File: config.mk
export PLATFORM = sky130hd
export DESIGN_NAME = lsq_top
export DESIGN_NICKNAME = d
export VERILOG_FILES = /design/src/lsq_pkg.sv /design/src/lsq_if.sv /design/src/lsq_decode.sv /design/src/ls_queue.sv /design/src/lsq_execute.sv /design/src/lsq_result.sv /design/src/lsq_top.sv
export VERILOG_INCLUDE_DIRS = /design/src
export SDC_FILE = /design/constraint.sdc
export NUM_CORES = 2
export LEC_CHECK = 0
export ABC_CLOCK_PERIOD_IN_PS = 8100
export BUFFER_PORTS_ARGS = -buffer_cell sky130_fd_sc_hd__buf_2
export CAP_MARGIN = 15
export CORE_MARGIN = 3
export CORE_UTILIZATION = 51
export DETAILED_ROUTE_END_ITERATION = 8
export GPL_TIMING_DRIVEN = 1
export HOLD_SLACK_MARGIN = 0.03
export PLACE_DENSITY_LB_ADDON = 0.2
export SETUP_SLACK_MARGIN = 0.02
export SLEW_MARGIN = 30
export SYNTH_ARGS = -nofsm -noshare
export SYNTH_HDL_FRONTEND = slang
export SYNTH_HIERARCHICAL = 1
export SYNTH_SLANG_ARGS = --single-unit
File: constraint.sdc
create_clock -name clk -period 8.1 [get_ports clk]
set_input_delay 0.81 -clock clk [delete_from_list [all_inputs] [get_ports clk]]
set_output_delay 0.81 -clock clk [all_outputs]
set_load 0.01 [all_outputs]
File: src/lsq_defines.svh
`ifndef LSQ_DEFINES_SVH
`define LSQ_DEFINES_SVH

// Queue sizing
`define LSQ_DEPTH 8

// Index width into the queue, pointers carry one extra wrap bit
`define LSQ_IDX_W ($clog2(`LSQ_DEPTH))

// Instruction slots offered by dispatch each cycle
`define DISPATCH_WIDTH 2

// Data memory words, selected by address bits 5:2
`define MEM_WORDS 16

`endif

File: src/lsq_pkg.sv
package lsq_pkg;

    typedef enum logic {
        MEM_LOAD  = 1'b0,
        MEM_STORE = 1'b1
    } mem_op_e;

    typedef struct packed {
        logic [11:0] imm;      // imm[11:0]
        logic [4:0]  rs1;
        logic [2:0]  funct3;
        logic [4:0]  rd;
        logic [6:0]  opcode;
    } i_type_t;

    typedef struct packed {
        logic [6:0]  imm_hi;   // imm[11:5]
        logic [4:0]  rs2;
        logic [4:0]  rs1;
        logic [2:0]  funct3;
        logic [4:0]  imm_lo;   // imm[4:0]
        logic [6:0]  opcode;
    } s_type_t;

    // Same 32-bit word, I-type and S-type field layouts
    typedef union packed {
        i_type_t i;
        s_type_t s;
    } inst_word_u;

    typedef struct packed {
        logic        valid;
        mem_op_e     op;
        logic [4:0]  rd;
        logic [31:0] base;       // rs1 value
        logic [31:0] imm;        // Sign-extended offset
        logic [31:0] data;       // rs2 value for stores
        logic        addr_ready;
        logic [31:0] addr;
    } lsq_entry_t;

endpackage

File: src/lsq_if.sv
`timescale 1ns/10ps
`include "lsq_defines.svh"

interface lsq_if;
    import lsq_pkg::*;

    logic [`LSQ_DEPTH-1:0]   pend_mask;  // Valid entries still waiting on an address
    logic [`LSQ_IDX_W-1:0]   tail_idx;   // Oldest entry
    lsq_entry_t              rd_entry;
    logic [`LSQ_IDX_W-1:0]   rd_idx;
    logic                    upd_en;
    logic [`LSQ_IDX_W-1:0]   upd_idx;
    logic [31:0]             upd_addr;

    modport queue (
        output pend_mask,
        output tail_idx,
        output rd_entry,
        input  rd_idx,
        input  upd_en,
        input  upd_idx,
        input  upd_addr
    );

    modport agen (
        input  pend_mask,
        input  tail_idx,
        input  rd_entry,
        output rd_idx,
        output upd_en,
        output upd_idx,
        output upd_addr
    );

endinterface

File: src/lsq_decode.sv
`timescale 1ns/10ps
`include "lsq_defines.svh"

module lsq_decode (
    input  logic [`DISPATCH_WIDTH-1:0]           disp_valid,
    input  logic [31:0]                          disp_inst [`DISPATCH_WIDTH],
    input  logic [31:0]                          disp_rs1_val [`DISPATCH_WIDTH],
    input  logic [31:0]                          disp_rs2_val [`DISPATCH_WIDTH],
    input  logic                                 full,
    output logic                                 push,
    output logic [$clog2(`DISPATCH_WIDTH+1)-1:0] push_amt,
    output lsq_pkg::lsq_entry_t                  push_entry [`DISPATCH_WIDTH]
);
    import lsq_pkg::*;

    localparam logic [6:0] OP_LOAD  = 7'b0000011;
    localparam logic [6:0] OP_STORE = 7'b0100011;
    localparam logic [2:0] F3_WORD  = 3'b010;    // LW and SW share funct3

    inst_word_u word [`DISPATCH_WIDTH];
    logic       is_load [`DISPATCH_WIDTH];
    logic       is_store [`DISPATCH_WIDTH];
    lsq_entry_t slot_entry [`DISPATCH_WIDTH];

    always_comb begin
        for (int s = 0; s < `DISPATCH_WIDTH; s++) begin
            word[s]     = disp_inst[s];
            is_load[s]  = (word[s].i.opcode == OP_LOAD) && (word[s].i.funct3 == F3_WORD);
            is_store[s] = (word[s].s.opcode == OP_STORE) && (word[s].s.funct3 == F3_WORD);

            slot_entry[s]            = '0;
            slot_entry[s].valid      = 1'b1;
            slot_entry[s].op         = is_store[s] ? MEM_STORE : MEM_LOAD;
            slot_entry[s].rd         = is_store[s] ? 5'd0 : word[s].i.rd;
            slot_entry[s].base       = disp_rs1_val[s];
            slot_entry[s].data       = disp_rs2_val[s];
            if (is_store[s])
                slot_entry[s].imm = {{20{word[s].s.imm_hi[6]}}, word[s].s.imm_hi,
                                     word[s].s.imm_lo};
            else
                slot_entry[s].imm = {{20{word[s].i.imm[11]}}, word[s].i.imm};
        end
    end

    // Compact surviving slots downward, slot 0 keeps priority
    always_comb begin
        int n;
        n = 0;
        for (int k = 0; k < `DISPATCH_WIDTH; k++)
            push_entry[k] = '0;
        for (int s = 0; s < `DISPATCH_WIDTH; s++) begin
            if (disp_valid[s] && !full && (is_load[s] || is_store[s])) begin
                push_entry[n] = slot_entry[s];
                n = n + 1;
            end
        end
        push_amt = n[$clog2(`DISPATCH_WIDTH+1)-1:0];
    end

    assign push = (push_amt != '0);

endmodule

File: src/ls_queue.sv
`timescale 1ns/10ps
`include "lsq_defines.svh"

module ls_queue (
    input  logic                                 clk,
    input  logic                                 rst,
    input  logic                                 push,
    input  logic [$clog2(`DISPATCH_WIDTH+1)-1:0] push_amt,
    input  lsq_pkg::lsq_entry_t                  push_entry [`DISPATCH_WIDTH],
    input  logic                                 pop,
    lsq_if.queue                                 lsq,
    output lsq_pkg::lsq_entry_t                  head_entry,
    output logic                                 full,
    output logic                                 empty
);
    import lsq_pkg::*;

    // New entries go in at head_ptr, the oldest one sits at tail_ptr
    lsq_entry_t              entries [`LSQ_DEPTH];
    logic [`LSQ_IDX_W:0]     head_ptr;
    logic [`LSQ_IDX_W:0]     tail_ptr;
    logic [`LSQ_IDX_W-1:0]   head_idx;
    logic [`LSQ_IDX_W-1:0]   wr_idx [`DISPATCH_WIDTH];
    logic [`LSQ_IDX_W:0]     count;

    assign head_idx     = head_ptr[`LSQ_IDX_W-1:0];
    assign lsq.tail_idx = tail_ptr[`LSQ_IDX_W-1:0];

    always_comb begin
        for (int k = 0; k < `DISPATCH_WIDTH; k++)
            wr_idx[k] = head_idx + (`LSQ_IDX_W)'(k);  // Wraps at the depth
    end

    always_comb begin
        count = '0;
        for (int i = 0; i < `LSQ_DEPTH; i++) begin
            if (entries[i].valid)
                count = count + 1'b1;
        end
    end

    // Not enough room left for a full dispatch group
    assign full  = (count > (`LSQ_DEPTH - `DISPATCH_WIDTH));
    assign empty = (head_ptr == tail_ptr);

    always_comb begin
        for (int i = 0; i < `LSQ_DEPTH; i++)
            lsq.pend_mask[i] = entries[i].valid && !entries[i].addr_ready;
    end

    assign lsq.rd_entry = entries[lsq.rd_idx];
    assign head_entry   = entries[lsq.tail_idx];

    always_ff @(posedge clk) begin
        if (rst) begin
            head_ptr <= '0;
            tail_ptr <= '0;
            for (int i = 0; i < `LSQ_DEPTH; i++)
                entries[i].valid <= 1'b0;
        end else begin
            if (push) begin
                for (int k = 0; k < `DISPATCH_WIDTH; k++) begin
                    if (k < push_amt)
                        entries[wr_idx[k]] <= push_entry[k];
                end
                head_ptr <= head_ptr + (`LSQ_IDX_W+1)'(push_amt);
            end

            if (pop) begin
                entries[lsq.tail_idx].valid <= 1'b0;
                tail_ptr <= tail_ptr + 1'b1;
            end

            // Address fill from execute, never targets a slot being pushed
            if (lsq.upd_en) begin
                entries[lsq.upd_idx].addr       <= lsq.upd_addr;
                entries[lsq.upd_idx].addr_ready <= 1'b1;
            end
        end
    end

endmodule

File: src/lsq_execute.sv
`timescale 1ns/10ps
`include "lsq_defines.svh"

module lsq_execute (
    input  logic clk,
    input  logic rst,
    lsq_if.agen  lsq
);
    import lsq_pkg::*;

    logic [`LSQ_IDX_W-1:0] rot_idx [`LSQ_DEPTH];
    logic [`LSQ_IDX_W-1:0] sel_idx;
    logic                  found;

    always_comb begin
        for (int k = 0; k < `LSQ_DEPTH; k++)
            rot_idx[k] = lsq.tail_idx + (`LSQ_IDX_W)'(k);   // Age order from oldest
    end

    // First pending entry walking up from the tail is the oldest one
    always_comb begin
        found   = 1'b0;
        sel_idx = lsq.tail_idx;
        for (int k = 0; k < `LSQ_DEPTH; k++) begin
            if (!found && lsq.pend_mask[rot_idx[k]]) begin
                found   = 1'b1;
                sel_idx = rot_idx[k];
            end
        end
    end

    assign lsq.rd_idx   = sel_idx;
    assign lsq.upd_idx  = sel_idx;
    assign lsq.upd_en   = found;
    assign lsq.upd_addr = lsq.rd_entry.base + lsq.rd_entry.imm;

endmodule

File: src/lsq_result.sv
`timescale 1ns/10ps
`include "lsq_defines.svh"

module lsq_result (
    input  logic                clk,
    input  logic                rst,
    input  lsq_pkg::lsq_entry_t head_entry,
    output logic                pop,
    output logic                load_valid,
    output logic [4:0]          load_rd,
    output logic [31:0]         load_data
);
    import lsq_pkg::*;

    localparam int MEM_IDX_W = $clog2(`MEM_WORDS);

    logic [31:0]          mem [`MEM_WORDS];
    logic [MEM_IDX_W-1:0] word_idx;
    logic                 do_load;
    logic                 do_store;

    // Byte offset bits are dropped, word select only
    assign word_idx = head_entry.addr[MEM_IDX_W+1:2];

    assign pop      = head_entry.valid && head_entry.addr_ready;
    assign do_load  = pop && (head_entry.op == MEM_LOAD);
    assign do_store = pop && (head_entry.op == MEM_STORE);

    always_ff @(posedge clk) begin
        if (rst) begin
            load_valid <= 1'b0;
            for (int i = 0; i < `MEM_WORDS; i++)
                mem[i] <= '0;
        end else begin
            load_valid <= do_load;             // One cycle per retired load
            if (do_store)
                mem[word_idx] <= head_entry.data;
        end
    end

    // Load result payload
    always_ff @(posedge clk) begin
        if (do_load) begin
            load_rd   <= head_entry.rd;
            load_data <= mem[word_idx];
        end
    end

endmodule

File: src/lsq_top.sv
`timescale 1ns/10ps
`include "lsq_defines.svh"

module lsq_top (
    input  logic                       clk,
    input  logic                       rst,
    input  logic [`DISPATCH_WIDTH-1:0] disp_valid,
    input  logic [31:0]                disp_inst [`DISPATCH_WIDTH],
    input  logic [31:0]                disp_rs1_val [`DISPATCH_WIDTH],
    input  logic [31:0]                disp_rs2_val [`DISPATCH_WIDTH],
    output logic                       full,
    output logic                       empty,
    output logic                       load_valid,
    output logic [4:0]                 load_rd,
    output logic [31:0]                load_data
);
    import lsq_pkg::*;

    logic                                 push;
    logic [$clog2(`DISPATCH_WIDTH+1)-1:0] push_amt;
    lsq_entry_t                           push_entry [`DISPATCH_WIDTH];
    logic                                 pop;
    lsq_entry_t                           head_entry;

    lsq_if lsq_bus ();  // Queue to address generation

    lsq_decode u_decode (
        .disp_valid   (disp_valid),
        .disp_inst    (disp_inst),
        .disp_rs1_val (disp_rs1_val),
        .disp_rs2_val (disp_rs2_val),
        .full         (full),
        .push         (push),
        .push_amt     (push_amt),
        .push_entry   (push_entry)
    );

    ls_queue u_queue (
        .clk        (clk),
        .rst        (rst),
        .push       (push),
        .push_amt   (push_amt),
        .push_entry (push_entry),
        .pop        (pop),
        .lsq        (lsq_bus.queue),
        .head_entry (head_entry),
        .full       (full),
        .empty      (empty)
    );

    lsq_execute u_execute (
        .clk (clk),
        .rst (rst),
        .lsq (lsq_bus.agen)
    );

    lsq_result u_result (
        .clk        (clk),
        .rst        (rst),
        .head_entry (head_entry),
        .pop        (pop),
        .load_valid (load_valid),
        .load_rd    (load_rd),
        .load_data  (load_data)
    );

endmodule

==> flow_results.org <==
** Timing
- Hold violation total from the final report :: 0
- Headroom to the max-slew limit came out at 27.5%.
- For the final routed database, the setup TNS stands at 0 ns.
- Time the worst path needs with I/O delays and setup :: 7.36 ns
- Setup violations remaining at the end of the flow were counted as 0.
- Worst slew pin tran :: 1.09 ns
- Setup Skew :: 0.0433 ns
- Final clock period utilization by the worst path :: roughly nine tenths
- Final WS setup :: 0.743 ns
- Setup repair after global routing missed its margin :: false
- Fmax :: 136 MHz
- Number of pins with negative max-slew slack in the final report :: 0

** Logic synthesis
- Averaged over all synthesized cells, the footprint is between 10 and 15 um2.
- Gate count of the mapped netlist :: 3772
- Netlist area before placement :: 50300 um2
- Synth warn :: 6

** Setup path
- CP max stage delay :: 0.65 ns
- Critical-path maximum fanout :: 25
- Cell count along the critical path :: 30
- Crit start category :: flip-flop
- Among the stages of the critical path, the cell type that occurs most often is ha_1.
- Endpoint required time on the critical path :: 8.44 ns
- Worst-case reg-to-reg path depth :: 30
- Crit path arrival time :: 7.70 ns
- Number of buffer and inverter instances along the worst setup path :: 7
- Top delay family on crit path :: buffers and inverters
- Sort of element at the end of the critical path :: flip-flop
- Worst Setup Path Type :: reg2reg
- The largest individual stage delay along the critical path comes from the cell inv_2.

** Routing
- The count of nets left with antenna violations once routing finished came out at 0.
- Via total after detailed routing :: 32053
- Drt drc :: 0
- Initial detailed-routing violation count :: about 3800
- The first TritonRoute pass finished after 6 iterations.
- After detailed routing, the average wire length per cell comes to 28.6 um.
- In the routed layout, each cell is associated on average with a via count of 6.52.
- Final wirelength :: 141000 um

** Floorplanning
- Number of placement rows :: 114
- Die width :: 320 um
- For this configuration, the core starts out at a cell density of roughly half.
- IO Pins :: between 200 and 250
- The floorplan step defined a die boundary enclosing a little over 100000 um2.
- Core area :: 97300 um2
- Vertical die dimension :: between 300 and 400 um

** Final layout
- In the final design database the tool counted 3768 nets.
- Final core utilization :: 56.1%
- The number of antenna diodes in the final layout is 0.
- The post-route netlist has 22.0% of its cells at a drive strength greater than 1.
- With fillers left out, the area of the finished cells amounts to between 50000 and 60000 um2.
- Leaving out fill and tap cells, the most frequent cells in the layout are edfxtp_1 (981), nor2_1 (567), a22o_1 (400).
- The library cell used most frequently in the layout, excluding fill and tap cells, is edfxtp_1.
- Relative to the synthesized area, the layout overhead comes to 8.41%.

** Pwr
- The worst-case IR drop observed on VDD is 0.207 mV.
- Proportion of total power due to net switching :: 20.9%
- Internal Pwr Total :: 8490 uW
- Part of the total power dissipated in combinational logic :: about 2.2%
- Switching power summed over all nets :: 2240 uW
- Total Power :: 10700 uW
- In this run the power density over the cells is 197 nW/um2.
- Summed over all cells, the static leakage comes to 0.0177 uW.
- The share of total power dissipated in the clock network is between 40% and 50%.
- Of the total power, registers draw 54.0%.

** Clock network
- Number of clock sinks :: 1009
- Hold buffer count at CTS :: 0
- Latest clock arrival within the worst-skew pair :: 0.70 ns
- Counting along the longest clock path gives a buffer depth of 3.
- Setup repair bufs after CTS :: 0
- Clock tree from TritonCTS :: built
- The H-tree was split into 3 levels.
- TritonCTS created approximately 100 clock buffers.
- Clock transition time at the flip-flop clock pins of the worst setup and hold paths :: 0.06 ns
- The tree is rooted in a clkbuf_16.
- Cts repair resizes :: 0

** GRT
- In the global route stage, overall resource usage came out at 27.2%.
- Largest net degree at the start of global routing :: 92
- Remaining Overflow, GRT :: 0
- Vias in the first global route :: 32238
- Initial antenna violation count :: 1
- The first global-routing pass estimated 208000 um of wire.

** Placed design
- Routability-driven placement finished with a final weighted congestion of 0.789.
- Summing all placed instances gives a cell area of 51100 um2.
- Dpl ws :: 0.752 ns
- The wire-length estimate of the detail-placed layout is 74800 um.
- During placement, the flow inserted port buffers numbering 161.

** Worst hold path
- In this run the worst hold path is classified as reg2reg.
- The worst hold path passes through 2 cells.

** Status
- The run finished with clean final reports.

** Job
- Max-cap violations in this run came to 0.
==> final cells by class <==
type / instances / area [um2]
inverter: 32 / 120
fill: 7769 / 42700
clock inverter: 63 / 591
multi-input combinational: 2146 / 17800
timing repair buffer: 256 / 1640
tap: 1276 / 1600
sequential: 1009 / 30000
clock buffer: 132 / 2780
==> state kept, by name (all words and copies together) (netlist names), named ones only <==
name / cells
u_result/load_data: 32
u_queue/entries: 448
u_result/mem: 512
u_queue/tail_ptr: 4
u_queue/head_ptr: 4
u_result/load_rd: 5
u_result/load_valid: 1
==> worst reg2reg max path, delay by kind of cell (launching register included) <==
kind                       cells  cell delay, ns
muxes                          2            0.36
DFF                            1            0.37
AOI/OAI and AO/OA              4            0.95
xor gates and xnor gates       3            0.52
buffers and inverters          7            1.79
adders and majority gates      5            1.59
and+or+nand+nor                9            1.41
==> worst paths after layout <==
check	from	end	slack, ns
max	u_queue/entries[1][135]	u_queue/entries[2][61]	0.74
min	u_queue/entries[7][32]	u_queue/entries[7][32]	0.46
max reg2reg	u_queue/entries[1][135]	u_queue/entries[2][61]	0.74
min reg2reg	u_queue/entries[7][32]	u_queue/entries[7][32]	0.46
==> metal layers <==
layer	vias up	wire [um]	share of wire, %	track usage (%)
met3	318	12400	8.8	4.79
met2	1616	69700	50	45.9
met5	-	13	0.0092	0
met1	16249	54400	39	36.1
met4	2	4210	3.0	8.46
li1	13868	-	-	-
==> power groups by stage <==
stage	sequential, uW	combinational, uW	clock [uW]
6_report	5800	241	4690
5_1_grt	5810	253	4960
4_1_cts	5800	238	4750
3_5_place_dp	5910	237	0
3_3_place_gp	5910	235	0
2_1_floorplan	5900	130	0
==> metrics by stage <==
stage,hold WS (ns),std cells
2_1_floorplan,0.433,3781
3_3_place_gp,0.446,4717
3_5_place_dp,0.457,4718
4_1_cts,0.467,4913
5_1_grt,0.494,4914
6_report,0.465,4914
Power figures use the tool's default switching activity.
